**src/dcache_consts.svh**
```systemverilog
`ifndef DCACHE_CONSTS_SVH
`define DCACHE_CONSTS_SVH

// 64-byte lines, 64 sets, 32-bit words
`define DC_LINE_BITS  6
`define DC_INDEX_BITS 6
`define DC_WORD_BITS  4
`define DC_NR_WORDS   16  // also the AXI burst length
`define DC_TAG_BITS   20

`endif

```
**src/dcache_pkg.sv**
```systemverilog
`default_nettype none
`include "dcache_consts.svh"

package dcache_pkg;

    typedef logic [31:0] paddr_t;
    typedef logic [31:0] word_t;
    typedef logic [3:0]  wmask_t;
    typedef logic [`DC_TAG_BITS-1:0]                 tag_t;
    typedef logic [`DC_INDEX_BITS-1:0]               index_t;
    typedef logic [`DC_WORD_BITS-1:0]                word_off_t;
    typedef logic [`DC_INDEX_BITS+`DC_WORD_BITS-1:0] ram_addr_t;  // {set, word}

    // memory-stage access from the core
    typedef struct packed {
        logic   en;
        logic   write;
        wmask_t mask;
        paddr_t addr;
        word_t  wdata;
    } mem_req_t;

    typedef struct packed {
        paddr_t     araddr;
        logic [7:0] arlen;
    } axi_ar_t;

    typedef struct packed {
        word_t rdata;
        logic  rlast;
    } axi_r_t;

    typedef struct packed {
        paddr_t     awaddr;
        logic [7:0] awlen;
    } axi_aw_t;

    typedef struct packed {
        word_t wdata;
        logic  wlast;
    } axi_w_t;

    typedef enum logic [1:0] {
        s_idle,
        s_writeback,
        s_refill,
        s_hold
    } cache_state_e;

endpackage

`default_nettype wire

```
**src/dcache_lookup.sv**
```systemverilog
`timescale 1ns/100ps
`default_nettype none
`include "dcache_consts.svh"

module dcache_lookup
    import dcache_pkg::*;
(
    input  logic         clk,
    input  logic         rst,
    input  mem_req_t     req,
    input  tag_t   [1:0] way_tag,
    input  word_t  [1:0] way_data,
    input  logic   [1:0] valid,
    input  logic         active,
    output logic         hit,
    output logic         hit_way,
    output word_t        hit_data,
    output wmask_t [1:0] data_wr_en
);
    tag_t         req_tag;
    ram_addr_t    req_word;
    logic   [1:0] way_match;
    word_t  [1:0] fwd_data;
    ram_addr_t    last_addr;
    word_t        last_data;
    word_t  [1:0] last_mask;  // bit mask of the last store, per way

    function automatic word_t expand_mask(wmask_t m);
        word_t bits;
        for (int i = 0; i < 4; i++) begin
            bits[i*8 +: 8] = {8{m[i]}};
        end
        return bits;
    endfunction

    assign req_tag  = req.addr[31 -: `DC_TAG_BITS];
    assign req_word = req.addr[`DC_LINE_BITS+`DC_INDEX_BITS-1:2];

    for (genvar g = 0; g < 2; g++) begin : g_way
        assign way_match[g] = valid[g] && (way_tag[g] == req_tag);
        // RAM output misses a store made in the previous cycle
        assign fwd_data[g] = (last_addr == req_word)
                           ? (last_data & last_mask[g]) | (way_data[g] & ~last_mask[g])
                           : way_data[g];
        assign data_wr_en[g] = (active && req.en && req.write && way_match[g])
                             ? req.mask : '0;
    end

    assign hit      = |way_match;
    assign hit_way  = way_match[1];
    assign hit_data = fwd_data[hit_way];

    always_ff @(posedge clk) begin
        last_addr <= req_word;
        last_data <= req.wdata;
        if (rst) begin
            last_mask <= '0;
        end else begin
            last_mask[0] <= expand_mask(data_wr_en[0]);
            last_mask[1] <= expand_mask(data_wr_en[1]);
        end
    end

endmodule

`default_nettype wire

```
**config.mk**
```make
export PLATFORM = sky130hd
export DESIGN_NAME = dcache_lookup
export DESIGN_NICKNAME = d
export VERILOG_FILES = /design/src/dcache_pkg.sv /design/src/dcache_lookup.sv
export VERILOG_INCLUDE_DIRS = /design/src /design/src/src
export SDC_FILE = /design/constraint.sdc
export NUM_CORES = 1
export LEC_CHECK = 0
export BUFFER_PORTS_ARGS = -buffer_cell sky130_fd_sc_hd__buf_2
export CAP_MARGIN = 20
export CORE_ASPECT_RATIO = 0.75
export CORE_MARGIN = 5
export CORE_UTILIZATION = 41
export CTS_CLUSTER_DIAMETER = 60
export DETAILED_ROUTE_END_ITERATION = 12
export PLACE_DENSITY_LB_ADDON = 0.3
export SLEW_MARGIN = 30
export SYNTH_ARGS = -nofsm -noshare
export SYNTH_HDL_FRONTEND = slang
export SYNTH_SLANG_ARGS = --single-unit
export TNS_END_PERCENT = 20
```
**constraint.sdc**
```tcl
create_clock -name clk -period 4.8 [get_ports clk]
set_clock_uncertainty 0.1 [all_clocks]
set_input_delay 0.72 -clock clk [delete_from_list [all_inputs] [get_ports clk]]
set_output_delay 0.72 -clock clk [all_outputs]
set_load 0.01 [all_outputs]
```
==> out/results.txt <==
The run finished with clean final reports. Synthesis produced a netlist whose cell count is 298. Dividing the detail-routed via count by the number of cells gives 4.677. Summing the sequential cell areas from Yosys gives 39.37% of the chip area.

After routing, the total negative slack on setup checks comes to 0 ns. Kind of launch point of the worst setup path: an input port. For the count of instances resized after the clock tree is built, the log shows 0.

In this run the horizontal extent of the chip is 100.9 µm. The time the final worst path needs with I/O delays and setup was 3.944 ns. The tools report the area of the core as 5916 µm². Among the stages of the critical path, the cell type that occurs most often is buf_2. Fill cells in the final layout number 540.

The worst setup path is captured at an output pin. The run gives 0 as the number of failing setup endpoints in the final timing report. Entering global routing, the biggest net connects 19 pins. The number of antenna diodes in the final layout is 0.

The Yosys step of the flow raised 0 warnings. Counting distinct cell types in the post-synthesis netlist gives 22. The slowest cell on the critical path was mux2i_2. At the pin with the least slew margin, the transition time is 0.6588 ns. For the tightest slew margin relative to the limit, the log shows 54.83%.

The initial utilization of the core area, before any placement, comes to 42.98%. For the sink count of the clock tree, the log shows 50. Setup repair after global routing left no endpoint under its margin. The highest fanout seen on the critical path was 10. In this run the post-CTS setup repair buffer count came out at 0. The number of buffers between clock root and the deepest sink was 2; the peak supply drop was 0.1147 mV. Routability-driven placement finished with a final weighted congestion of 0.8621. The count of buffer and inverter cells on the critical path is 3, and the via count is 2,797. The area taken by multi-input logic gates is 1141 µm².

The logs give 3.12 ns for the signal arrival time at the worst endpoint and 698 for the final net count. The die is 78.20 µm tall. The total overflow left after global routing is 0. Counting every net in the synthesized netlist gives 477. After detailed routing, the average wire length per cell comes to 13.60 µm.

The critical path's largest stage delay works out to 0.48 ns. The global-route usage over all layers was 19.38%; the first-pass GRT wire length was 12,350 µm. Summed over all cells, the static leakage comes to 0.002300 µW. For the flip-flop and latch area, the log shows 1001 µm². For the post-detailed-routing wire length, the log shows 8132 µm.

The critical setup path kind was input port to output pin. The path class of the tightest hold or removal check is input port to register. The first detailed-routing pass ran for 8 iterations. Max-slew violation total from the final report: 0. The worst-case setup margin in the final layout came out at 0.8556 ns. Max-cap violations in this run came to 0. The remaining antenna violation count came out at 0.

Leading cell type in the layout, fill and taps excluded: buf_2. The post-route netlist has 45.58% of its cells at a drive strength greater than 1. The number of antenna violations at the first check in global routing came out at 0. The run gives 0 as the hold violation count in the final report.

CTS placed an instance of clkbuf_8 at the clock tree root. The die covers 7892 µm². Leaving out fill and tap cells, the most frequent cells in the layout are buf_2 (218), inv_1 (100), dfxtp_1 (50), a222oi_1 (32), xor2_1 (29).

The run gives 0.8811 ns as the placement-stage worst setup slack. 221 I/O pins were placed. The final clock period utilization by the worst path works out to 82.17%. The growth of design area from synthesis to finish is 50.20%, and the number of global-route vias before repair is 2,779. In this run, CTS created clock tree buffers numbering 5. The logs give 7038 µm for the placed wire-length estimate after detailed placement and 2542 µm² for the mapped cell area. Each instance of the synthesized netlist takes up on average 8.532 µm². The initial DRC count was 179. Number of rows created at floorplan: 24. The power density over cell area is 225.0 nW/µm². The kind of cell adding the most delay to the critical path is simple AND/OR/NAND/NOR gates.

For the data required time of the critical path, the log shows 3.98 ns. Walking the worst path, the cells encountered are buf_2, xor2_1, nor4_1, nand4_1, nor4_4, buf_4, mux2i_2, a222oi_1, buf_2. The clock-pin slew of the registers on the worst-case setup and hold paths is 0.11 ns, and the count of input and output buffers is 218. For this run, design rule violations remaining after detail routing come to 0. The logs give 2 for the total number of H-tree levels and 0.2535 GHz for the upper clock frequency limit.

The synthesized design contains 50 register bits. For the hold buffer count at CTS, the log shows 0. TritonCTS built the clock tree.
## area by class of cell
type	instances	area share [%]
clock buffers	5	1.802
clock inverters	3	0.7536
inverters	100	9.830
multi-input cells	142	29.88
flip-flops and latches	50	26.21
well taps	78	2.556
repair buffers	220	28.96
## Yosys cell counts, drive strengths merged
master	instances	area (µm²)
a21oi	4	20.02
a222oi	32	320.3
and2	12	80.08
and4	1	10.01
buf	2	16.26
clkbuf	4	15.01
dfxtp	50	1001
inv	100	375.4
mux2i	4	47.55
nand2	9	33.78
nand3	4	20.02
nand4	6	37.54
nor2	5	18.77
nor3	1	5.000
nor4	13	96.34
o21bai	1	7.510
xnor2	21	183.9
xor2	29	254.0
## state kept, by name, summed over array words and instances, names as in the netlist
| signal | flops |
|---|---|
| last_data | 32 |
| last_addr | 10 |
| last_mask | 8 |
## where the power goes
group | internal, µW | switching [µW] | total [µW]
Combinational | 95.7 | 74.3 | 170
Sequential | 433 | 5.44 | 439
Clock | 108 | 142 | 250
## path summary, 6_finish.rpt
| kind | start | depth (start not counted) | endpoint |
|---|---|---|---|
| max | req[61] | 9 | hit_data[20] |
| min | req[19] | 1 | last_data[19]$_DFF_P_ |
## metrics by stage
step | hold slack, ns | std cells | total power (µW) | cell area, µm² | util (%)
3_5_place_dp | 0.7236 | 590 | 618.9 | 3721 | 62.90
6_report | 0.4084 | 598 | 859.1 | 3819 | 64.55
2_1_floorplan | 0.6477 | 298 | 515.5 | 2542 | -
3_3_place_gp | 0.7228 | 590 | 612.7 | 3721 | 62.90
5_1_grt | 0.3843 | 598 | 909.0 | 3819 | 64.55
4_1_cts | 0.4003 | 598 | 869.7 | 3819 | 64.55
## layer usage
| layer | wire length, µm | share of wire (%) | track usage, % | vias to the layer above |
|---|---|---|---|---|
| li1 | - | - | - | 1416 |
| met1 | 2753 | 34 | 19.63 | 1222 |
| met2 | 4281 | 53 | 38.11 | 149 |
| met3 | 970 | 12 | 5.934 | 10 |
| met4 | 127 | 1.6 | 5.046 | 0 |
| met5 | 0 | 0 | 0 | - |
## kinds of logic (layout without fill, tap and decap cells)
kind of cell              after synthesis  count (layout)  synth area share, %
AOI/OAI and AO/OA                      37              37                13.68
xor gates and xnor gates               50              50                17.22
buffers and inverters                 106             328                15.99
DFF                                    50              50                39.37
muxes                                   4               4                1.870
and+or+nand+nor                        51              51                11.86
No activity file was read; power rests on OpenSTA's default activity.
