File: config.mk
export PLATFORM = sky130hd
export DESIGN_NAME = dcache_meta
export DESIGN_NICKNAME = d
export VERILOG_FILES = /design/src/dcache_pkg.sv /design/src/dcache_meta.sv
export VERILOG_INCLUDE_DIRS = /design/src /design/src/src
export SDC_FILE = /design/constraint.sdc
export NUM_CORES = 1
export LEC_CHECK = 0
export CAP_MARGIN = 20
export CORE_ASPECT_RATIO = 0.75
export CORE_MARGIN = 2
export CORE_UTILIZATION = 40
export CTS_CLUSTER_SIZE = 10
export DETAILED_ROUTE_END_ITERATION = 7
export DONT_BUFFER_PORTS = 1
export HOLD_SLACK_MARGIN = 0.1
export PLACE_DENSITY = 0.53
export SLEW_MARGIN = 20
export SYNTH_ARGS = -nofsm -noshare
export SYNTH_HDL_FRONTEND = slang
export SYNTH_SLANG_ARGS = --single-unit
File: constraint.sdc
create_clock -name clk -period 4.3 [get_ports clk]
set_clock_uncertainty 0.15 [all_clocks]
set_input_delay 1.29 -clock clk [delete_from_list [all_inputs] [get_ports clk]]
set_output_delay 1.29 -clock clk [all_outputs]
set_load 0.1 [all_outputs]
File: src/dcache_consts.svh
`ifndef DCACHE_CONSTS_SVH
`define DCACHE_CONSTS_SVH

// 64-byte lines, 64 sets, 32-bit words
`define DC_LINE_BITS  6
`define DC_INDEX_BITS 6
`define DC_WORD_BITS  4
`define DC_NR_WORDS   16  // also the AXI burst length
`define DC_TAG_BITS   20

`endif

File: src/dcache_pkg.sv
`default_nettype none
`include "dcache_consts.svh"

package dcache_pkg;

    typedef logic [31:0] paddr_t;
    typedef logic [31:0] word_t;
    typedef logic [3:0]  wmask_t;
    typedef logic [`DC_TAG_BITS-1:0]                 tag_t;
    typedef logic [`DC_INDEX_BITS-1:0]               index_t;
    typedef logic [`DC_WORD_BITS-1:0]                word_off_t;
    typedef logic [`DC_INDEX_BITS+`DC_WORD_BITS-1:0] ram_addr_t;  // {set, word}

    // memory-stage access from the core
    typedef struct packed {
        logic   en;
        logic   write;
        wmask_t mask;
        paddr_t addr;
        word_t  wdata;
    } mem_req_t;

    typedef struct packed {
        paddr_t     araddr;
        logic [7:0] arlen;
    } axi_ar_t;

    typedef struct packed {
        word_t rdata;
        logic  rlast;
    } axi_r_t;

    typedef struct packed {
        paddr_t     awaddr;
        logic [7:0] awlen;
    } axi_aw_t;

    typedef struct packed {
        word_t wdata;
        logic  wlast;
    } axi_w_t;

    typedef enum logic [1:0] {
        s_idle,
        s_writeback,
        s_refill,
        s_hold
    } cache_state_e;

endpackage

`default_nettype wire

File: src/dcache_meta.sv
`timescale 1ns/100ps
`default_nettype none
`include "dcache_consts.svh"

module dcache_meta
    import dcache_pkg::*;
(
    input  logic       clk,
    input  logic       rst,
    input  index_t     lookup_index,
    output logic [1:0] valid,
    output logic [1:0] dirty,
    output logic       lru_way,
    input  logic       touch,
    input  logic       touch_way,
    input  logic       set_dirty,
    input  logic       clean,
    input  logic       fill,
    input  logic       fill_way
);
    localparam int NR_SETS = 1 << `DC_INDEX_BITS;

    logic [NR_SETS-1:0][1:0] valid_q;
    logic [NR_SETS-1:0][1:0] dirty_q;
    logic [NR_SETS-1:0]      lru_q;    // way to evict next

    assign valid   = valid_q[lookup_index];
    assign dirty   = dirty_q[lookup_index];
    assign lru_way = lru_q[lookup_index];

    always_ff @(posedge clk) begin
        if (rst) begin
            valid_q <= '0;
            dirty_q <= '0;
            lru_q   <= '0;
        end else begin
            if (touch) begin
                lru_q[lookup_index] <= !touch_way;
                if (set_dirty) begin
                    dirty_q[lookup_index][touch_way] <= 1'b1;
                end
            end
            if (clean) begin
                dirty_q[lookup_index][fill_way] <= 1'b0;  // victim written back
            end
            if (fill) begin
                valid_q[lookup_index][fill_way] <= 1'b1;
            end
        end
    end

endmodule

`default_nettype wire

==> results of run 1 <==
[metrics by stage]
| step | hold slack [ns] | total power [mW] | cell area (um^2) | instances |
|---|---|---|---|---|
| finish | 0.307 | 6.38 | 16200 | 1947 |
| global route | 0.339 | 6.56 | 16200 | 1947 |
| CTS | 0.312 | 6.40 | 16000 | 1945 |
| detailed placement | 0.298 | 3.47 | 14700 | 1889 |
| global placement | 0.290 | 3.47 | 14700 | 1889 |
| floorplan | 0.279 | 3.41 | 14000 | 1491 |
[routing by layer]
metal  GRT usage  part of all wire  vias up
met5           0                 0        -
met4      0.0740             0.021        0
met3      0.0639             0.096       77
met2       0.387              0.41      574
met1       0.418              0.47     5929
li1            -                 -     5711
[registers in the layout, indices dropped and copies added (netlist names)]
name     count
dirty_q    128
valid_q    128
lru_q       64
[power by group through the flow]
stage	Clock [mW]	Sequential, mW	Combinational [mW]
global placement	0	3.05	0.416
floorplan	0	3.05	0.365
finish	2.94	2.99	0.455
global route	3.10	2.99	0.474
CTS	2.97	2.99	0.440
detailed placement	0	3.05	0.418
[cells in the mapped netlist (3+ instances only)]
| cell type | count | area, um^2 |
|---|---|---|
| nand4_1 | 3 | 18.8 |
| buf_6 | 11 | 124 |
| inv_1 | 7 | 26.3 |
| nand2_1 | 9 | 33.8 |
| nor2_1 | 174 | 653 |
| nand3b_1 | 13 | 97.6 |
| a32oi_1 | 3 | 26.3 |
| o221ai_1 | 3 | 26.3 |
| o211ai_1 | 4 | 30.0 |
| a221oi_1 | 67 | 587 |
| nor2_4 | 15 | 169 |
| nor2_2 | 13 | 81.3 |
| nand2_2 | 5 | 31.3 |
| o221a_2 | 3 | 33.8 |
| nand3_1 | 7 | 35.0 |
| o22ai_1 | 17 | 106 |
| a221o_1 | 9 | 90.1 |
| a211oi_1 | 128 | 961 |
| mux2i_1 | 15 | 150 |
| buf_2 | 20 | 100 |
| nor2b_1 | 5 | 31.3 |
| clkbuf_1 | 101 | 379 |
| a311oi_1 | 64 | 561 |
| mux4_2 | 14 | 315 |
| mux2_2 | 20 | 225 |
| or3b_2 | 4 | 35.0 |
| buf_1 | 7 | 26.3 |
| a22o_1 | 7 | 61.3 |
| o22a_1 | 9 | 78.8 |
| or2_2 | 3 | 18.8 |
| nor3_1 | 7 | 35.0 |
| a21oi_1 | 328 | 1640 |
| buf_4 | 17 | 128 |
| and2_1 | 4 | 25.0 |
| a22oi_1 | 15 | 113 |
| dfxtp_1 | 320 | 6410 |
[area by class of cell]
class | instances | area, um^2 | area share
inverters | 8 | 33.8 | 0.00209
well taps | 450 | 563 | 0.0348
clock buffers | 48 | 1080 | 0.0669
repair buffers | 112 | 1040 | 0.0643
multi-input cells | 1009 | 7050 | 0.436
flip-flops and latches | 320 | 6410 | 0.396
[critical path: stages]
cell and delay, ns:
nor2_2 0.13, buf_4 0.18, a221oi_1 0.34, o22ai_2 0.15, a22o_1 0.23, or4_4 0.50, buf_12 0.18
[path summary, 6_finish.rpt]
path              startpoint          to  cells after the start
max reg2reg        lru_q[26]   lru_q[26]                      2
min reg2reg       valid_q[0]  valid_q[0]                      2
min               valid_q[0]  valid_q[0]                      2
max          lookup_index[1]    valid[1]                      7
[logic make-up after synthesis]
logic type | after synthesis | synth area share
flops | 320 | 0.463
mux | 52 | 0.0529
simple gates | 283 | 0.105
compound gates | 672 | 0.322
buf+inv | 164 | 0.0569
[cells in the final DEF (no fill, tap or decap), drive strengths merged, types with 14 or more instances in the layout]
cell type / count
a311oi: 64
nand2: 15
dfxtp: 320
a22oi: 15
nor2: 202
a21oi: 328
a221oi: 68
clkbuf: 48
mux4: 14
nand3b: 14
a211oi: 128
o22ai: 17
mux2: 23
buf: 112
mux2i: 15
[repair_timing]
action | CTS | global route
cloned | 1 | 1
pin swaps | 20 | 7
setup endpoints to repair | 5 | 5
resized for setup | 36 | 21
setup buffers | 8 | 1
==> reports/metrics.csv, run 1 <==
metric;value;unit
run status;finished, violations left;
failing checks;setup timing;
vertical die dimension;165;um
min-delay worst type;reg -> reg;
switching part of the total;0.234;
time the worst path needs with I/O delays and setup;4.52;ns
post-detailed-route wirelength per cell;25.7;um
Routed Wire Length;49.9;mm
Max Freq;221;MHz
Logic pwr share;0.071;
initial DRC count;1401;
number of ports placed on the die boundary;19;
required time at the worst-slack endpoint;2.86;ns
Hold Violations, Final;0;
worst-case headroom to the max-slew limit;0.335;
total negative slack for setup checks;-0.808;ns
Core Util, Final;0.478;
number of enable flip-flop cells after synthesis;0;
leakage power figure;5.28;nW
via count;12300;
Data arrival, critical path;3.08;ns
share of layout cells above drive strength 1;0.206;
most common flop cell mapped by yosys;dfxtp_1;
Area growth, synth to finish;17.0;%
number of global-route vias before repair;11300;
Die ar.;36100;um^2
number of hold-repair buffers added at the cts stage;0;
final worst path period share;1.05;
buffer type at the clock tree root;clkbuf_16;
initial antenna violation count;0;
number of buffers added on ports;0;
GPL Wtd Cong;0.903;
Antenna diodes;0;
Post-Syn Instances;1491;
effective utilization at floorplan;0.409;
number of detailed-route iterations in the first pass;5;
overall fraction of global-route tracks in use;0.276;
overflow left after global routing;0;
TritonCTS buffer count;38;
maximum vdd ir drop;0.266;mV
Synth warnings;0;
count of pins over their slew limit;0;
clock group share of total power;0.460;
nature of the critical path startpoint;input pin;
net total in the final layout;1503;
clock-pin transition on the worst setup and hold timing paths;0.05;ns
post-DR vias/cell;6.31;
number of storage elements in the synthesis netlist;320;
detailed placer's ending HPWL;30.1;mm
core region area;33800;um^2
sequential share of power;0.468;
kind of end point of the critical path;output pin;
later-pin clock latency in the skew report;0.53;ns
number of violations of the max-capacitance limit;0;
worst slack at placement;-0.307;ns
slack of the worst reg-to-reg path;3.23;ns
Seq/Total Area, Yosys;0.463;
H-tree depth;2;
average size of a mapped cell;9.27;um^2
number of DRC violations after detailed routing;0;
combined area of all synthesized cells;13800;um^2
count of distinct cell types in the synthesized netlist;63;
total setup violations reported at the end of the flow;5;
post-synthesis async set-or-reset flop share;0;
setup repair after global routing missed its margin;true;
switching power;1.49;mW
biggest fanout along the worst timing path;78;
Layout fillers;3276;
total power per unit cell area;394;nW/um^2
total internal power;4.89;mW
global-route wire length before repair;75.5;mm
antenna violation net count after detailed routing;0;
worst-case clock buffer depth;3;
start-to-end type of the worst setup path;in -> out;
pin count of the biggest net entering global routing;321;
die boundary width;219;um
CTS tree;yes;
Synth Net Count;1505;
number of sinks handled by clock tree synthesis;320;
# rows;58;
measured slew at the worst slew-check pin;0.998;ns
final setup slack of the worst path;-0.221;ns
No activity file was read; power rests on OpenSTA's default activity.
==> run 2, diff against run 1 <==
--- a/config.mk
+++ b/config.mk
@@ -14,7 +14,6 @@
 export DETAILED_ROUTE_END_ITERATION = 7
 export DONT_BUFFER_PORTS = 1
 export HOLD_SLACK_MARGIN = 0.1
-export PLACE_DENSITY = 0.53
 export SLEW_MARGIN = 20
 export SYNTH_ARGS = -nofsm -noshare
 export SYNTH_HDL_FRONTEND = slang
==> run 2 against run 1 <==
Compared with the run above:
- the flow still finishes with violations (setup timing)
- global-route usage decreased by 1.6 points
- sequential share of layout area increased by 0.077 points
- clock power decreased by 2%
- largest power group unchanged
- final cell count decreased by 0.67%
- critical endpoint is now lru_way
- combinational power is 2% higher
- via count grew 0.18%
- core utilization fell by 0.093 points
- count of clock-buffer cells in the layout shrank 7
- routed wire length decreased by 4.8%
==> reports/metrics.csv, run 2 (synthesized netlist as in run 1, its figures left out) <==
metric;value;unit
run status;finished, violations left;
failing checks;setup timing;
slack of the worst reg-to-reg path;3.31;ns
commonest non-fill, non-tap cell in the layout;a21oi_1;
number of sinks handled by clock tree synthesis;320;
core region area;33800;um^2
net total in the final layout;1494;
clock group share of total power;0.454;
Critical Path Start;lookup_index[2];
Core Util, Final;0.477;
worst-case headroom to the max-slew limit;0.416;
total power per unit cell area;391;nW/um^2
total internal power;4.83;mW
maximum vdd ir drop;0.224;mV
number of violations of the max-capacitance limit;0;
number of hold-repair buffers added at the cts stage;0;
# rows;58;
detailed placer's ending HPWL;28.5;mm
highest-delay cell along the critical path;or4_4;
share of layout cells above drive strength 1;0.206;
time the worst path needs with I/O delays and setup;4.61;ns
vertical die dimension;165;um
TritonCTS buffer count;38;
initial antenna violation count;1;
Routed Wire Length;47.6;mm
total setup violations reported at the end of the flow;4;
Antenna diodes;0;
via count;12300;
post-detailed-route wirelength per cell;24.6;um
die boundary width;219;um
count of pins over their slew limit;0;
Layout fillers;3236;
worst-case clock buffer depth;3;
commonest cells after routing, fill and taps aside;a21oi_1 (328), dfxtp_1 (320), nor2_1 (171);
kind of end point of the critical path;output pin;
sequential share of power;0.473;
global routing met3 resource utilization;0.0652;
Area growth, synth to finish;16.8;%
total negative slack for setup checks;-0.834;ns
min-delay worst type;reg -> reg;
global-route wire length before repair;71.5;mm
switching part of the total;0.235;
H-tree depth;2;
Cell Chain, Critical Path;nor2b_4, buf_4, a22oi_2, o221a_2, o22ai_2, or4_4, buf_12;
launch instance of the worst min-delay path;valid_q[0];
initial DRC count;1797;
Die ar.;36100;um^2
GR peak layer;met1;
later-pin clock latency in the skew report;0.53;ns
number of detailed-route iterations in the first pass;5;
overflow left after global routing;0;
Hold Violations, Final;0;
post-DR vias/cell;6.37;
Max Freq;217;MHz
final setup slack of the worst path;-0.307;ns
global routing met1 resource utilization;0.393;
number of DRC violations after detailed routing;0;
buffer type at the clock tree root;clkbuf_16;
Logic pwr share;0.073;
Worst path max stage delay;0.54;ns
leakage power figure;5.24;nW
hold path depth;2;
number of buffers added on ports;0;
number of global-route vias before repair;11200;
GPL Wtd Cong;0.899;
setup repair after global routing missed its margin;true;
biggest fanout along the worst timing path;91;
start of the worst register-to-register path;lru_q[28];
registers with the highest flip-flop counts;dirty_q x128, valid_q x128, lru_q x64;
CTS tree;yes;
clock-pin transition on the worst setup and hold timing paths;0.05;ns
nature of the critical path startpoint;input pin;
met2 track utilization from global routing;0.359;
switching power;1.49;mW
capture point of the worst reg-to-reg path;lru_q[28];
measured slew at the worst slew-check pin;0.876;ns
effective utilization at floorplan;0.409;
pin count of the biggest net entering global routing;321;
Worst Reg-to-Reg Cells;2;
WHS Endpoint;valid_q[0];
antenna violation net count after detailed routing;0;
final worst path period share;1.07;
overall fraction of global-route tracks in use;0.259;
required time at the worst-slack endpoint;2.86;ns
number of ports placed on the die boundary;19;
start-to-end type of the worst setup path;in -> out;
Data arrival, critical path;3.17;ns
## run 2: changes by cell type in the layout (fill, tap and decap cells not counted), moves of 3 or more
| cell | before | now |
|---|---|---|
| a221oi_2 | 31 | 36 |
| a22oi_2 | 4 | 7 |
| clkbuf_1 | 4 | 1 |
| buf_4 | 94 | 80 |
| a22oi_1 | 11 | 8 |
| a221oi_1 | 35 | 29 |
## run 2: final cells by class
| cell class | count | area [um^2] | area share |
|---|---|---|---|
| Clock inverter | 3 | 43.8 | 0.00271 |
| Timing Repair Buffer | 101 | 981 | 0.0608 |
| Tap cell | 450 | 563 | 0.0349 |
| Clock buffer | 41 | 993 | 0.0615 |
| Sequential cell | 320 | 6410 | 0.397 |
| Multi-Input combinational cell | 1011 | 7120 | 0.441 |
| Inverter | 8 | 32.5 | 0.00202 |
## run 2: worst max path at each step
stage / slack (ns) / cells past startpoint / end
2_1_floorplan: -0.57 / 8 / dirty[1]
3_3_place_gp: -0.24 / 6 / lru_way
3_5_place_dp: -0.24 / 6 / lru_way
4_1_cts: -0.11 / 7 / lru_way
5_1_grt: -0.20 / 7 / lru_way
6_report: -0.31 / 7 / lru_way
## run 2: critical path: cells and delay by family
kind | cells | cell delay [ns]
AO/OA/AOI/OAI | 3 | 0.58
AND/OR/NAND/NOR | 2 | 0.82
buffers and inverters | 2 | 0.36
## run 2: stage by stage
| step | power, mW | setup WS [ns] | hold WS, ns | cells | instance area [um^2] |
|---|---|---|---|---|---|
| 3_3_place_gp | 3.47 | -0.242 | 0.289 | 1883 | 14600 |
| 3_5_place_dp | 3.47 | -0.239 | 0.299 | 1883 | 14600 |
| 4_1_cts | 6.32 | -0.108 | 0.313 | 1934 | 15900 |
| 6_report | 6.32 | -0.307 | 0.315 | 1934 | 16100 |
| 5_1_grt | 6.49 | -0.204 | 0.333 | 1934 | 16100 |
| 2_1_floorplan | 3.41 | -0.565 | 0.279 | 1491 | 14000 |
## run 2: power groups by stage
| stage | Clock [mW] | Sequential, mW | Combinational [mW] |
|---|---|---|---|
| after CTS | 2.90 | 2.99 | 0.437 |
| final | 2.87 | 2.99 | 0.463 |
| after global placement | 0 | 3.05 | 0.415 |
| after detailed placement | 0 | 3.05 | 0.417 |
| after global routing | 3.03 | 2.99 | 0.479 |
| after floorplan | 0 | 3.05 | 0.365 |
## run 2: metal layers
layer  share of wire  vias up
met1            0.47     5951
met3           0.099       79
met2            0.41      599
met5         0.00027        -
li1                -     5682
met4           0.020        2
## run 2: timing repair
item	CTS	global route
setup buffers	5	1
pin swaps	19	15
gates resized for setup	35	35
setup endpoints to repair	5	5
gates cloned	4	0
