**src/dcache_consts.svh**
```systemverilog
`ifndef DCACHE_CONSTS_SVH
`define DCACHE_CONSTS_SVH

// 64-byte lines, 64 sets, 32-bit words
`define DC_LINE_BITS  6
`define DC_INDEX_BITS 6
`define DC_WORD_BITS  4
`define DC_NR_WORDS   16  // also the AXI burst length
`define DC_TAG_BITS   20

`endif

```
**src/dcache_pkg.sv**
```systemverilog
`default_nettype none
`include "dcache_consts.svh"

package dcache_pkg;

    typedef logic [31:0] paddr_t;
    typedef logic [31:0] word_t;
    typedef logic [3:0]  wmask_t;
    typedef logic [`DC_TAG_BITS-1:0]                 tag_t;
    typedef logic [`DC_INDEX_BITS-1:0]               index_t;
    typedef logic [`DC_WORD_BITS-1:0]                word_off_t;
    typedef logic [`DC_INDEX_BITS+`DC_WORD_BITS-1:0] ram_addr_t;  // {set, word}

    // memory-stage access from the core
    typedef struct packed {
        logic   en;
        logic   write;
        wmask_t mask;
        paddr_t addr;
        word_t  wdata;
    } mem_req_t;

    typedef struct packed {
        paddr_t     araddr;
        logic [7:0] arlen;
    } axi_ar_t;

    typedef struct packed {
        word_t rdata;
        logic  rlast;
    } axi_r_t;

    typedef struct packed {
        paddr_t     awaddr;
        logic [7:0] awlen;
    } axi_aw_t;

    typedef struct packed {
        word_t wdata;
        logic  wlast;
    } axi_w_t;

    typedef enum logic [1:0] {
        s_idle,
        s_writeback,
        s_refill,
        s_hold
    } cache_state_e;

endpackage

`default_nettype wire

```
**src/dcache_miss_ctrl.sv**
```systemverilog
`timescale 1ns/100ps
`default_nettype none
`include "dcache_consts.svh"

module dcache_miss_ctrl
    import dcache_pkg::*;
(
    input  logic         clk,
    input  logic         rst,
    input  mem_req_t     req,
    input  logic         hit,
    input  word_t        hit_data,
    input  logic         stall_m,
    input  logic         lru_way,
    input  logic         victim_dirty,
    input  tag_t   [1:0] victim_tag,
    input  word_t  [1:0] way_data,
    output cache_state_e state,
    output logic         dstall,
    output word_t        rdata_saved,
    output ram_addr_t    ram_rd_addr,
    output wmask_t [1:0] fill_wr_en,
    output ram_addr_t    fill_addr,
    output logic   [1:0] tag_wr_en,
    output tag_t         fill_tag,
    output logic         touch,
    output logic         set_dirty,
    output logic         clean,
    output logic         fill,
    output logic         fill_way,
    output axi_ar_t      ar,
    output logic         arvalid,
    input  logic         arready,
    input  axi_r_t       r,
    input  logic         rvalid,
    output logic         rready,
    output axi_aw_t      aw,
    output logic         awvalid,
    input  logic         awready,
    output axi_w_t       w,
    output logic         wvalid,
    input  logic         wready,
    input  logic         bvalid
);
    cache_state_e          state_d;
    index_t                req_index;
    logic                  miss;
    logic                  vway;       // victim way, fixed for the whole miss
    logic                  b_pending;  // write response still owed
    logic [`DC_WORD_BITS:0] rd_cnt;    // victim words issued to the RAM
    logic                  out_ok;     // RAM output holds an unsent word
    logic                  load_w;
    logic                  advance;
    word_off_t             wb_word;
    logic                  wb_done;
    logic                  start_refill;
    logic                  fill_beat;
    word_off_t             fill_cnt;
    logic                  r_done;
    logic                  refill_end;

    assign req_index = req.addr[`DC_LINE_BITS +: `DC_INDEX_BITS];
    assign miss      = (state == s_idle) && req.en && !hit;

    always_comb begin
        state_d = state;
        case (state)
            s_idle: begin
                if (miss) begin
                    state_d = victim_dirty ? s_writeback : s_refill;
                end else if (req.en && stall_m) begin
                    state_d = s_hold;
                end
            end
            s_writeback: if (wb_done) state_d = s_refill;
            s_refill:    if (refill_end) state_d = s_idle;
            s_hold:      if (!stall_m) state_d = s_idle;
            default:     state_d = s_idle;
        endcase
    end

    always_ff @(posedge clk) begin
        if (rst) begin
            state <= s_idle;
        end else begin
            state <= state_d;
        end
    end

    assign start_refill = (state_d == s_refill) && (state != s_refill);

    // victim snapshot and AW channel
    always_ff @(posedge clk) begin
        if (rst) begin
            vway      <= 1'b0;
            b_pending <= 1'b0;
            awvalid   <= 1'b0;
        end else if (miss) begin
            vway      <= lru_way;
            b_pending <= victim_dirty;
            awvalid   <= victim_dirty;
        end else begin
            if (awvalid && awready) awvalid <= 1'b0;
            if (clean) b_pending <= 1'b0;
        end
    end

    // writeback read-ahead, one RAM read in front of W
    assign load_w  = out_ok && (!wvalid || wready);
    assign advance = !out_ok || load_w;
    assign wb_word = advance ? rd_cnt[`DC_WORD_BITS-1:0] : rd_cnt[`DC_WORD_BITS-1:0] - 1'b1;
    assign wb_done = wvalid && wready && w.wlast;

    always_ff @(posedge clk) begin
        if (rst || state != s_writeback) begin
            rd_cnt <= '0;
            out_ok <= 1'b0;
        end else if (advance) begin
            out_ok <= !rd_cnt[`DC_WORD_BITS];
            if (!rd_cnt[`DC_WORD_BITS]) begin
                rd_cnt <= rd_cnt + 1'b1;
            end
        end
    end

    always_ff @(posedge clk) begin
        if (rst) begin
            wvalid <= 1'b0;
        end else if (load_w) begin
            wvalid <= 1'b1;
        end else if (wready) begin
            wvalid <= 1'b0;
        end
    end

    // refill over AR/R
    assign fill_beat  = rvalid && rready;
    assign refill_end = (state == s_refill) && r_done && !b_pending;

    always_ff @(posedge clk) begin
        if (rst) begin
            arvalid  <= 1'b0;
            rready   <= 1'b0;
            r_done   <= 1'b0;
            fill_cnt <= '0;
        end else if (start_refill) begin
            arvalid  <= 1'b1;
            rready   <= 1'b1;
            r_done   <= 1'b0;
            fill_cnt <= '0;
        end else begin
            if (arvalid && arready) arvalid <= 1'b0;
            if (fill_beat) begin
                fill_cnt <= fill_cnt + 1'b1;
                if (r.rlast) begin
                    rready <= 1'b0;
                    r_done <= 1'b1;  // one more cycle lets the RAM re-read m_req
                end
            end
        end
    end

    always_ff @(posedge clk) begin
        if (miss) begin
            aw.awaddr <= {victim_tag[lru_way], req_index, {`DC_LINE_BITS{1'b0}}};
            aw.awlen  <= 8'(`DC_NR_WORDS - 1);
        end
        if (start_refill) begin
            ar.araddr <= {req.addr[31:`DC_LINE_BITS], {`DC_LINE_BITS{1'b0}}};
            ar.arlen  <= 8'(`DC_NR_WORDS - 1);
        end
        if (load_w) begin
            w.wdata <= way_data[vway];
            w.wlast <= rd_cnt[`DC_WORD_BITS];  // all 16 reads issued
        end
        if (state == s_idle && state_d == s_hold) begin
            rdata_saved <= hit_data;
        end
    end

    assign dstall = (state == s_idle) ? (req.en && !hit) : (state != s_hold);

    assign ram_rd_addr = (state == s_writeback) ? {req_index, wb_word}
                       : req.addr[`DC_LINE_BITS+`DC_INDEX_BITS-1:2];
    assign fill_addr   = {req_index, fill_cnt};
    assign fill_tag    = req.addr[31 -: `DC_TAG_BITS];
    assign tag_wr_en   = {vway, !vway} & {2{arvalid && arready}};  // new tag on AR accept
    assign fill_wr_en[0] = (fill_beat && !vway) ? '1 : '0;
    assign fill_wr_en[1] = (fill_beat && vway) ? '1 : '0;

    assign touch     = (state == s_idle) && req.en && hit;
    assign set_dirty = touch && req.write;
    assign clean     = b_pending && bvalid;
    assign fill      = refill_end;
    assign fill_way  = vway;

endmodule

`default_nettype wire

```
**config.mk**
```make
export PLATFORM = sky130hd
export DESIGN_NAME = dcache_miss_ctrl
export DESIGN_NICKNAME = d
export VERILOG_FILES = /design/src/dcache_pkg.sv /design/src/dcache_miss_ctrl.sv
export VERILOG_INCLUDE_DIRS = /design/src /design/src/src
export SDC_FILE = /design/constraint.sdc
export NUM_CORES = 1
export LEC_CHECK = 0
export BUFFER_PORTS_ARGS = -buffer_cell sky130_fd_sc_hd__buf_2
export CAP_MARGIN = 15
export CORE_AREA = 4 4 176 178
export DETAILED_ROUTE_END_ITERATION = 10
export DIE_AREA = 0 0 180 182
export GPL_ROUTABILITY_DRIVEN = 1
export SLEW_MARGIN = 20
export SYNTH_ARGS = -nofsm -noshare
export SYNTH_HDL_FRONTEND = slang
export SYNTH_SLANG_ARGS = --single-unit
```
**constraint.sdc**
```tcl
create_clock -name clk -period 7.1 [get_ports clk]
set_clock_uncertainty 0.05 [all_clocks]
set_input_delay 0.355 -clock clk [delete_from_list [all_inputs] [get_ports clk]]
set_output_delay 0.355 -clock clk [all_outputs]
set_load 0.005 [all_outputs]
```
==> key figures, run 1 <==
Outcome
  – Status: finished, final reports clean

Timing
  – Final number of setup-violating endpoints: 0
  – Setup TNS: 0 ns
  – Pins Over Slew Limit: 0
  – Final period utilization: 37.6%
  – Fmax: 374 MHz
  – Period minus WS final: 2.67 ns
  – RSZ-0062 raised after global routing: no
  – Worst Tran Pin Value: slightly above 0.9 ns
  – Slew headroom: a little under two fifths
  – Fin worst setup slack: 4.43 ns
  – Fin. Hold Viols: 0

Synth
  – Post-synth top area share: between 60% and 70%
  – Post-synth EDFFs: 117
  – Largest cells by area after synthesis: edfxtp_1 62%, mux2_2 10%, buf_4 8.7%
  – Synth Flop Type: edfxtp_1
  – Area leader, netlist: edfxtp_1
  – Register area share after synthesis: 68.4%
  – Post-Syn Area per Cell: 15.4 µm²
  – Cells after Synth: 370
  – Synth warn: 0
  – #FFs+latches synth: between 100 and 150
  – Async SR Flop Fraction: 0%
  – Synth Cell Area: 5690 µm²
  – Yosys cell types: 37

Clock network
  – Max Buffers Root-to-Sink: 2
  – Post-CTS sizing: 0
  – Postcts setup bufs: 0
  – TritonCTS Buffers: 17
  – Hold bufs inserted after CTS: 0
  – Clock tree from TritonCTS: yes
  – Worst-skew pair later-pin latency: 0.41 ns
  – H-tree depth: 4
  – Clock Sinks: about 140
  – Reg clk slew, reported paths: approximately 0.060 ns
  – CTS root buffer: clkbuf_16

GRT
  – Grt total ovfl: 0
  – First-pass GRT wire length: ~25 mm
  – Number of global-route vias before repair: just over 4000
  – Total track usage: approximately a tenth
  – Largest net degree at the start of global routing: 39
  – Initial antenna violation count: 0

Critical path
  – Stages on worst setup path: 5
  – Critical Path RT: 7.12 ns
  – Worst reg2reg path endpoint: rdata_saved[9]$_DFFE_PP_
  – Crit path launch: state[1]$_SDFF_PP0_
  – Crit path capture: rdata_saved[9]$_DFFE_PP_
  – Critical path's slowest cell: a211oi_4
  – CP delay by family, top: simple AND/OR/NAND/NOR gates
  – Reg2reg start: state[1]$_SDFF_PP0_
  – CP startpoint kind: flop
  – R2R depth: 5
  – Critical-path cell list: nand2b_1 -> a31oi_1 -> a211oi_4 -> and3_1 -> buf_4
  – Largest fanout on the critical path: 32
  – Setup crit end kind: flop
  – R2R setup slack: 4.43 ns
  – Critical path type: flop to flop
  – Buf/Inv on CP: 1
  – Crit path largest cell delay: 0.53 ns
  – WP data arrival: roughly 2.7 ns

Power
  – Peak VDD IR: 0.132 mV
  – P_leak: 3.53 nW
  – Pwr Density: 266 nW/µm²

Flow run
  – Max Cap Viol: 0

Detailed routing
  – Final wirelength: 17.7 mm
  – Wire length per cell: 16.0 µm
  – 1st-pass router iterations: 4
  – ANT nets after route: 0
  – Remaining DRCs: 0
  – DR vias: just over 4000
  – Via-per-instance ratio: 3.71
  – 1st-iter DRT viols: 120

Floorplan
  – Die area: roughly 33000 µm²
  – Die width: 180 µm
  – Core area: 29400 µm²
  – Row count: between 60 and 70
  – IO Count: 457
  – Die height: 182 µm
  – Initial Util: between 15 and 20%

Finish
  – # fillers: 3092
  – # diodes: 0
  – Share of layout cells above drive strength 1: 63.7%
  – Nets@finish: 953
  – Layout Area Growth over Synthesis: 44.6%

Placed design
  – Pre-CTS setup slack: around 4.3 ns
  – Placer congestion estimate: 0.854
  – Buffers on Ports: 358
  – Detailed placement HPWL: 14.1 mm

Hold path
  – Hold Crit Class: input pin to flop
  – Min-delay src: hit_data[19]
[worst reg2reg max path, cell delays in order, from the launching register on]
cell      delay (ns)
dfxtp_1         0.48
nand2b_1        0.48
a31oi_1         0.15
a211oi_4        0.53
and3_1          0.25
buf_4           0.36
[registers in the layout, summed over array words and instances, names as in the netlist]
register     cells
w               33
rdata_saved     32
ar              26
aw              26
rd_cnt           5
fill_cnt         4
state            2
arvalid          1
awvalid          1
b_pending        1
fill_way         1
out_ok           1
r_done           1
rready           1
wvalid           1
[through the flow]
step / total power [mW] / util [%] / instances / hold WS (ns) / area [µm²]
after floorplan: 1.08 / - / 396 / 0.404 / 5790
after global placement: 1.20 / 25.7 / 1071 / 0.445 / 7560
after detailed placement: 1.21 / 25.7 / 1071 / 0.466 / 7560
after CTS: 2.22 / 28.0 / 1103 / 0.0341 / 8230
after global routing: 2.29 / 28.0 / 1103 / 0.0293 / 8230
final: 2.18 / 28.0 / 1103 / 0.0612 / 8230
[cell usage after synthesis, drive strengths merged (2+ instances only)]
cell type / n
and2: 6
a31oi: 2
xor2: 3
nand2b: 4
clkbuf: 6
a21oi: 7
conb: 2
edfxtp: 117
o21ai: 6
xnor2: 6
dfxtp: 19
inv: 6
mux2: 53
nand2: 14
buf: 70
a211oi: 5
nor2: 14
nand3: 5
nor3b: 2
ha: 3
and3: 5
nand3b: 3
[worst min-delay path by stage]
stage                                      to  cells past startpoint
finish              rdata_saved[19]$_DFFE_PP_                      1
global route        rdata_saved[19]$_DFFE_PP_                      1
CTS                 rdata_saved[19]$_DFFE_PP_                      1
detailed placement        out_ok$_SDFFE_PP0N_                      1
global placement          wvalid$_SDFFE_PP0P_                      2
floorplan                    ar[14]$_DFFE_PP_                      0
[layout by cell type, fill, tap and decap left out, types with 2 or more instances in the layout]
cell type	n
and2_1	6
conb_1	28
dfxtp_1	18
xor2_1	3
and3_1	5
inv_1	5
buf_4	3
buf_2	358
mux2_2	53
inv_6	5
nand3b_1	3
inv_8	2
edfxtp_1	117
nand2b_1	4
xnor2_1	6
nand2_1	14
nand3_1	5
bufinv_16	5
nor2_1	14
a31oi_1	2
o21ai_0	6
a21oi_1	7
ha_1	3
a211oi_1	4
clkbuf_16	17
[logic make-up (layout without fill, tap and decap cells)]
kind of cell	Yosys count	count (layout)	share of synthesized area, %
AOI/OAI and AO/OA	27	27	3.41
xor gates and xnor gates	9	9	1.39
adders and majority gates	3	3	0.660
buffers and inverters	82	399	9.85
DFF	136	136	68.4
muxes	53	53	10.5
other	2	28	0.132
and+or+nand+nor	58	58	5.63
[power breakdown]
part           leakage [nW]  switching [mW]  internal, mW  total [mW]
Combinational          1.98           0.117         0.111       0.228
Sequential             1.23          0.0247         0.931       0.956
Clock                 0.323           0.366         0.634        1.00
Total                  3.53           0.508          1.68        2.18
[area by class of cell]
| cell class | instances | area, µm² | area share (%) |
|---|---|---|---|
| Sequential cell | 136 | 3890 | 47.3 |
| Timing Repair Buffer | 361 | 1810 | 22.1 |
| Multi-Input combinational cell | 178 | 1340 | 16.3 |
| Tap cell | 390 | 488 | 5.93 |
| Clock buffer | 17 | 425 | 5.17 |
| Clock inverter | 15 | 238 | 2.89 |
| Inverter | 6 | 22.5 | 0.274 |
[per-layer routing]
layer	track usage, %	up-vias	wire length, µm
li1	-	1914	-
met1	11.5	1974	6720
met2	18.5	192	9470
met3	3.13	11	1240
met4	3.44	0	250
met5	0	-	0
No activity file was read; power rests on OpenSTA's default activity.
==> run 2, diff against run 1 <==
- ABC_AREA: not set -> 1
- CORE_AREA: 4 4 176 178 -> 4 4 178 180
- DIE_AREA: 0 0 180 182 -> 0 0 182 184
- clock period: 7.1 -> 2.6 ns (I/O delays scaled with it)
==> run 2 against run 1 <==
Compared with the run above: hold slack lost 0.034 ns; via count up 24%; setup slack got worse by 4.1 ns; non-clock buffer count grew 168; sequential share of layout area fell by 8.0 points; cell count rose by 25%; synthesized cell count rose by 26%; flip-flop and latch count unchanged; sequential power grew to 3.0 times the previous value; critical path type is now flop to output port; critical endpoint is now ram_rd_addr[3]; largest power group is now sequential cells.
==> key figures, run 2 <==
Floorplan
  – Initial Util: 18.9% (was 19.3%)
  – Die width: 182 µm (was 180 µm)
  – IO Count: 457 (unchanged)
  – Core area: 30200 µm² (was 29400 µm²)
  – Die height: 184 µm (was 182 µm)
  – Die area: 33500 µm² (was 32800 µm²)
  – Row count: 64 (was 63)

Placed design
  – Pre-CTS setup slack: 0.691 ns (was 4.33 ns)
  – Placed cell areas: 7610 µm² (was 7560 µm²)
  – Detailed placement HPWL: 14.2 mm (was 14.1 mm)
  – Placer congestion estimate: 0.760 (was 0.854)
  – Buffers on Ports: 358 (unchanged)

Detailed routing
  – DR WL met3: 1.48 mm (was 1.24 mm)
  – ANT nets after route: 0 (unchanged)
  – Wire length per cell: 14.6 µm (was 16.0 µm)
  – Remaining DRCs: 0 (unchanged)
  – Final wirelength: 20.0 mm (was 17.7 mm)
  – DR vias: 5089 (was 4091)
  – Top Metal Used: met4 (unchanged)
  – Met2 routed WL: 10.7 mm (was 9.47 mm)
  – Metal-1 WL: 7.47 mm (was 6.72 mm)
  – 1st-iter DRT viols: 195 (was 120)
  – Via-per-instance ratio: 3.70 (was 3.71)
  – 1st-pass router iterations: 4 (unchanged)

Synth
  – Post-synth top area share: 61.7% (was 61.8%)
  – Synth Flop Type: edfxtp_1 (unchanged)
  – Most common library cells after synthesis: 134 x nand2_1, 117 x edfxtp_1, 66 x buf_4 (was 117 x edfxtp_1, 66 x buf_4, 53 x mux2_2)
  – Largest cells by area after synthesis: edfxtp_1 62%, nand2_1 8.8%, buf_4 8.7% (was edfxtp_1 62%, mux2_2 10%, buf_4 8.7%)
  – Synth Cell Area: 5690 µm² (about the same)
  – Post-synth EDFFs: 117 (unchanged)
  – Register area share after synthesis: 68.4% (about the same)
  – Async SR Flop Fraction: 0% (unchanged)
  – Area leader, netlist: edfxtp_1 (unchanged)
  – Synth warn: 0 (unchanged)
  – Yosys cell types: 30 (was 37)
  – Most frequent cell after synthesis: nand2_1 (was edfxtp_1)
  – Cells after Synth: 468 (was 370)
  – #FFs+latches synth: 136 (unchanged)
  – Post-Syn Area per Cell: 12.2 µm² (was 15.4 µm²)

Clock network
  – Worst-skew pair later-pin latency: 0.41 ns (about the same)
  – Clock tree from TritonCTS: yes (unchanged)
  – H-tree depth: 4 (unchanged)
  – Clock Sinks: 136 (unchanged)
  – TritonCTS Buffers: 17 (unchanged)
  – Reg clk slew, reported paths: 0.07 ns (was 0.06 ns)
  – Max Buffers Root-to-Sink: 2 (unchanged)
  – CTS root buffer: clkbuf_16 (unchanged)

Finish
  – Share of layout cells above drive strength 1: 44.0% (was 63.7%)
  – Commonest cells after routing, fill and taps aside: 358 x buf_2, 164 x dlygate4sd3_1, 134 x nand2_1, 117 x edfxtp_1, 28 x conb_1 (was 358 x buf_2, 117 x edfxtp_1, 53 x mux2_2, 28 x conb_1, 18 x dfxtp_1)
  – Finished Cell Area: 9890 µm² (was 8230 µm²)
  – Nets@finish: 1219 (was 953)
  – Layout Area Growth over Synthesis: 73.7% (was 44.6%)
  – Number of flip-flops in the largest register: 33 (unchanged)
  – # diodes: 0 (unchanged)
  – Top Registers: w x33, rdata_saved x32 (unchanged)
  – Largest Register: w (unchanged)
  – Most common cell after layout, fill and taps aside: buf_2 (unchanged)

Timing
  – Final number of setup-violating endpoints: 0 (unchanged)
  – Slew headroom: 66.1% (was 37.9%)
  – Fin worst setup slack: 0.343 ns (was 4.43 ns)
  – Worst Tran Pin Value: 0.509 ns (was 0.931 ns)
  – RSZ-0062 raised after global routing: no (unchanged)
  – Fin. Hold Viols: 0 (unchanged)
  – Pins Over Slew Limit: 0 (unchanged)
  – Period minus WS final: 2.26 ns
  – Setup TNS: 0 ns (unchanged)
  – Fmax: 443 MHz
  – Final period utilization: 86.8%

Power
  – Pwr Density: 703 nW/µm² (was 266 nW/µm²)
  – Peak VDD IR: 0.420 mV (was 0.132 mV)
  – P_leak: 4.49 nW (was 3.53 nW)
  – Total chip power: 6.95 mW (was 2.18 mW)

Critical path
  – Setup crit end kind: output port (was flop)
  – Critical-path cell list: inv_1 -> nor2_1 -> nand2_1 -> inv_1 -> nand4_1 -> xor2_1 -> o21ai_0 -> buf_2 (was nand2b_1 -> a31oi_1 -> a211oi_4 -> and3_1 -> buf_4)
  – R2R setup slack: 0.54 ns (was 4.43 ns)
  – Critical path's slowest cell: dfxtp_1 (was a211oi_4)
  – Largest fanout on the critical path: 6 (was 32)
  – Critical path type: flop to output port (was flop to flop)
  – Critical Path RT: 2.42 ns (was 7.12 ns)
  – Crit path largest cell delay: 0.33 ns (was 0.53 ns)
  – Reg2reg start: fill_way$_SDFFE_PP0P_ (was state[1]$_SDFF_PP0_)
  – Worst reg2reg path endpoint: w[14]$_DFFE_PP_ (was rdata_saved[9]$_DFFE_PP_)
  – R2R depth: 5 (unchanged)
  – WP data arrival: 2.08 ns (was 2.69 ns)
  – CP startpoint kind: flop (unchanged)
  – Most common cell on crit path: inv_1

GRT
  – Initial antenna violation count: 0 (unchanged)
  – First-pass GRT wire length: 28.8 mm (was 25.1 mm)
  – Total track usage: 11.3% (was 10.2%)
  – Largest net degree at the start of global routing: 36 (was 39)
  – Number of global-route vias before repair: 5186 (was 4031)
  – Grt total ovfl: 0 (unchanged)

Outcome
  – Status: finished, final reports clean (unchanged)

Hold path
  – Min-delay src: way_data[61] (was hit_data[19])
  – Cells on Worst Hold Path: 3 (was 1)
  – Hold Crit Class: input pin to flop (unchanged)
  – Hold EP: w[30]$_DFFE_PP_ (was rdata_saved[19]$_DFFE_PP_)

Flow run
  – Max Cap Viol: 0 (unchanged)
-- run 2: repair_timing --
item,4_1_cts,5_1_grt
setup buffers,0,0
resized for setup,0,0
hold endpoints to repair,119,1
hold buffers,163,1
-- run 2: worst max-delay path by stage --
stage / startpoint / endpoint / slack [ns] / cells past startpoint
6_report: wvalid$_SDFFE_PP0P_ / ram_rd_addr[3] / 0.34 / 8
5_1_grt: wvalid$_SDFFE_PP0P_ / ram_rd_addr[3] / 0.19 / 8
4_1_cts: wvalid$_SDFFE_PP0P_ / ram_rd_addr[3] / 0.30 / 8
3_5_place_dp: state[1]$_SDFF_PP0_ / rdata_saved[0]$_DFFE_PP_ / 0.69 / 8
3_3_place_gp: state[1]$_SDFF_PP0_ / rdata_saved[12]$_DFFE_PP_ / 0.72 / 8
2_1_floorplan: wvalid$_SDFFE_PP0P_ / w[0]$_DFFE_PP_ / 0.30 / 3
-- run 2: metrics by stage --
step	hold WS [ns]	std cells	util [%]
after floorplan	0.158	494	-
after global placement	0.257	1179	25.2
after detailed placement	0.258	1179	25.2
after CTS	0.000636	1374	32.7
after global routing	0.00144	1375	32.8
final	0.0269	1375	32.8
-- run 2: area by class of cell --
type,instances,area [µm²]
clock buffer,17,425
timing repair buffer,529,3490
inverter,26,97.6
sequential,136,3890
fill,3035,20300
tap,396,495
multi-input combinational,256,1280
clock inverter,15,218
-- run 2: per-layer routing --
layer  track usage (%)  vias to the layer above
met4              4.23                        0
met2              21.0                      229
met3              2.89                       22
li1                  -                     2476
met5                 0                        -
met1              12.4                     2362
-- run 2: critical path, delay by kind of cell, from the launching register on --
kind            cells  cell delay, ns
simple gates        3            0.59
buf+inv             3            0.35
flops               1            0.33
xor+xnor            1            0.27
compound gates      1            0.12
-- run 2: kinds of logic (layout without fill, tap and decap cells) --
family / Yosys count / in the layout / synth area share, %
other cells: 2 / 28 / 0.132
flops: 136 / 136 / 68.4
fa+ha+maj: 3 / 3 / 0.659
buf+inv: 102 / 587 / 11.1
xor+xnor: 5 / 5 / 0.769
mux: 20 / 20 / 3.96
simple gates: 180 / 180 / 13.2
compound gates: 20 / 20 / 1.87
-- run 2: power by group --
part / internal, mW / switching, mW
Clock: 1.57 / 1.07
Combinational: 0.683 / 0.760
Sequential: 2.78 / 0.0942
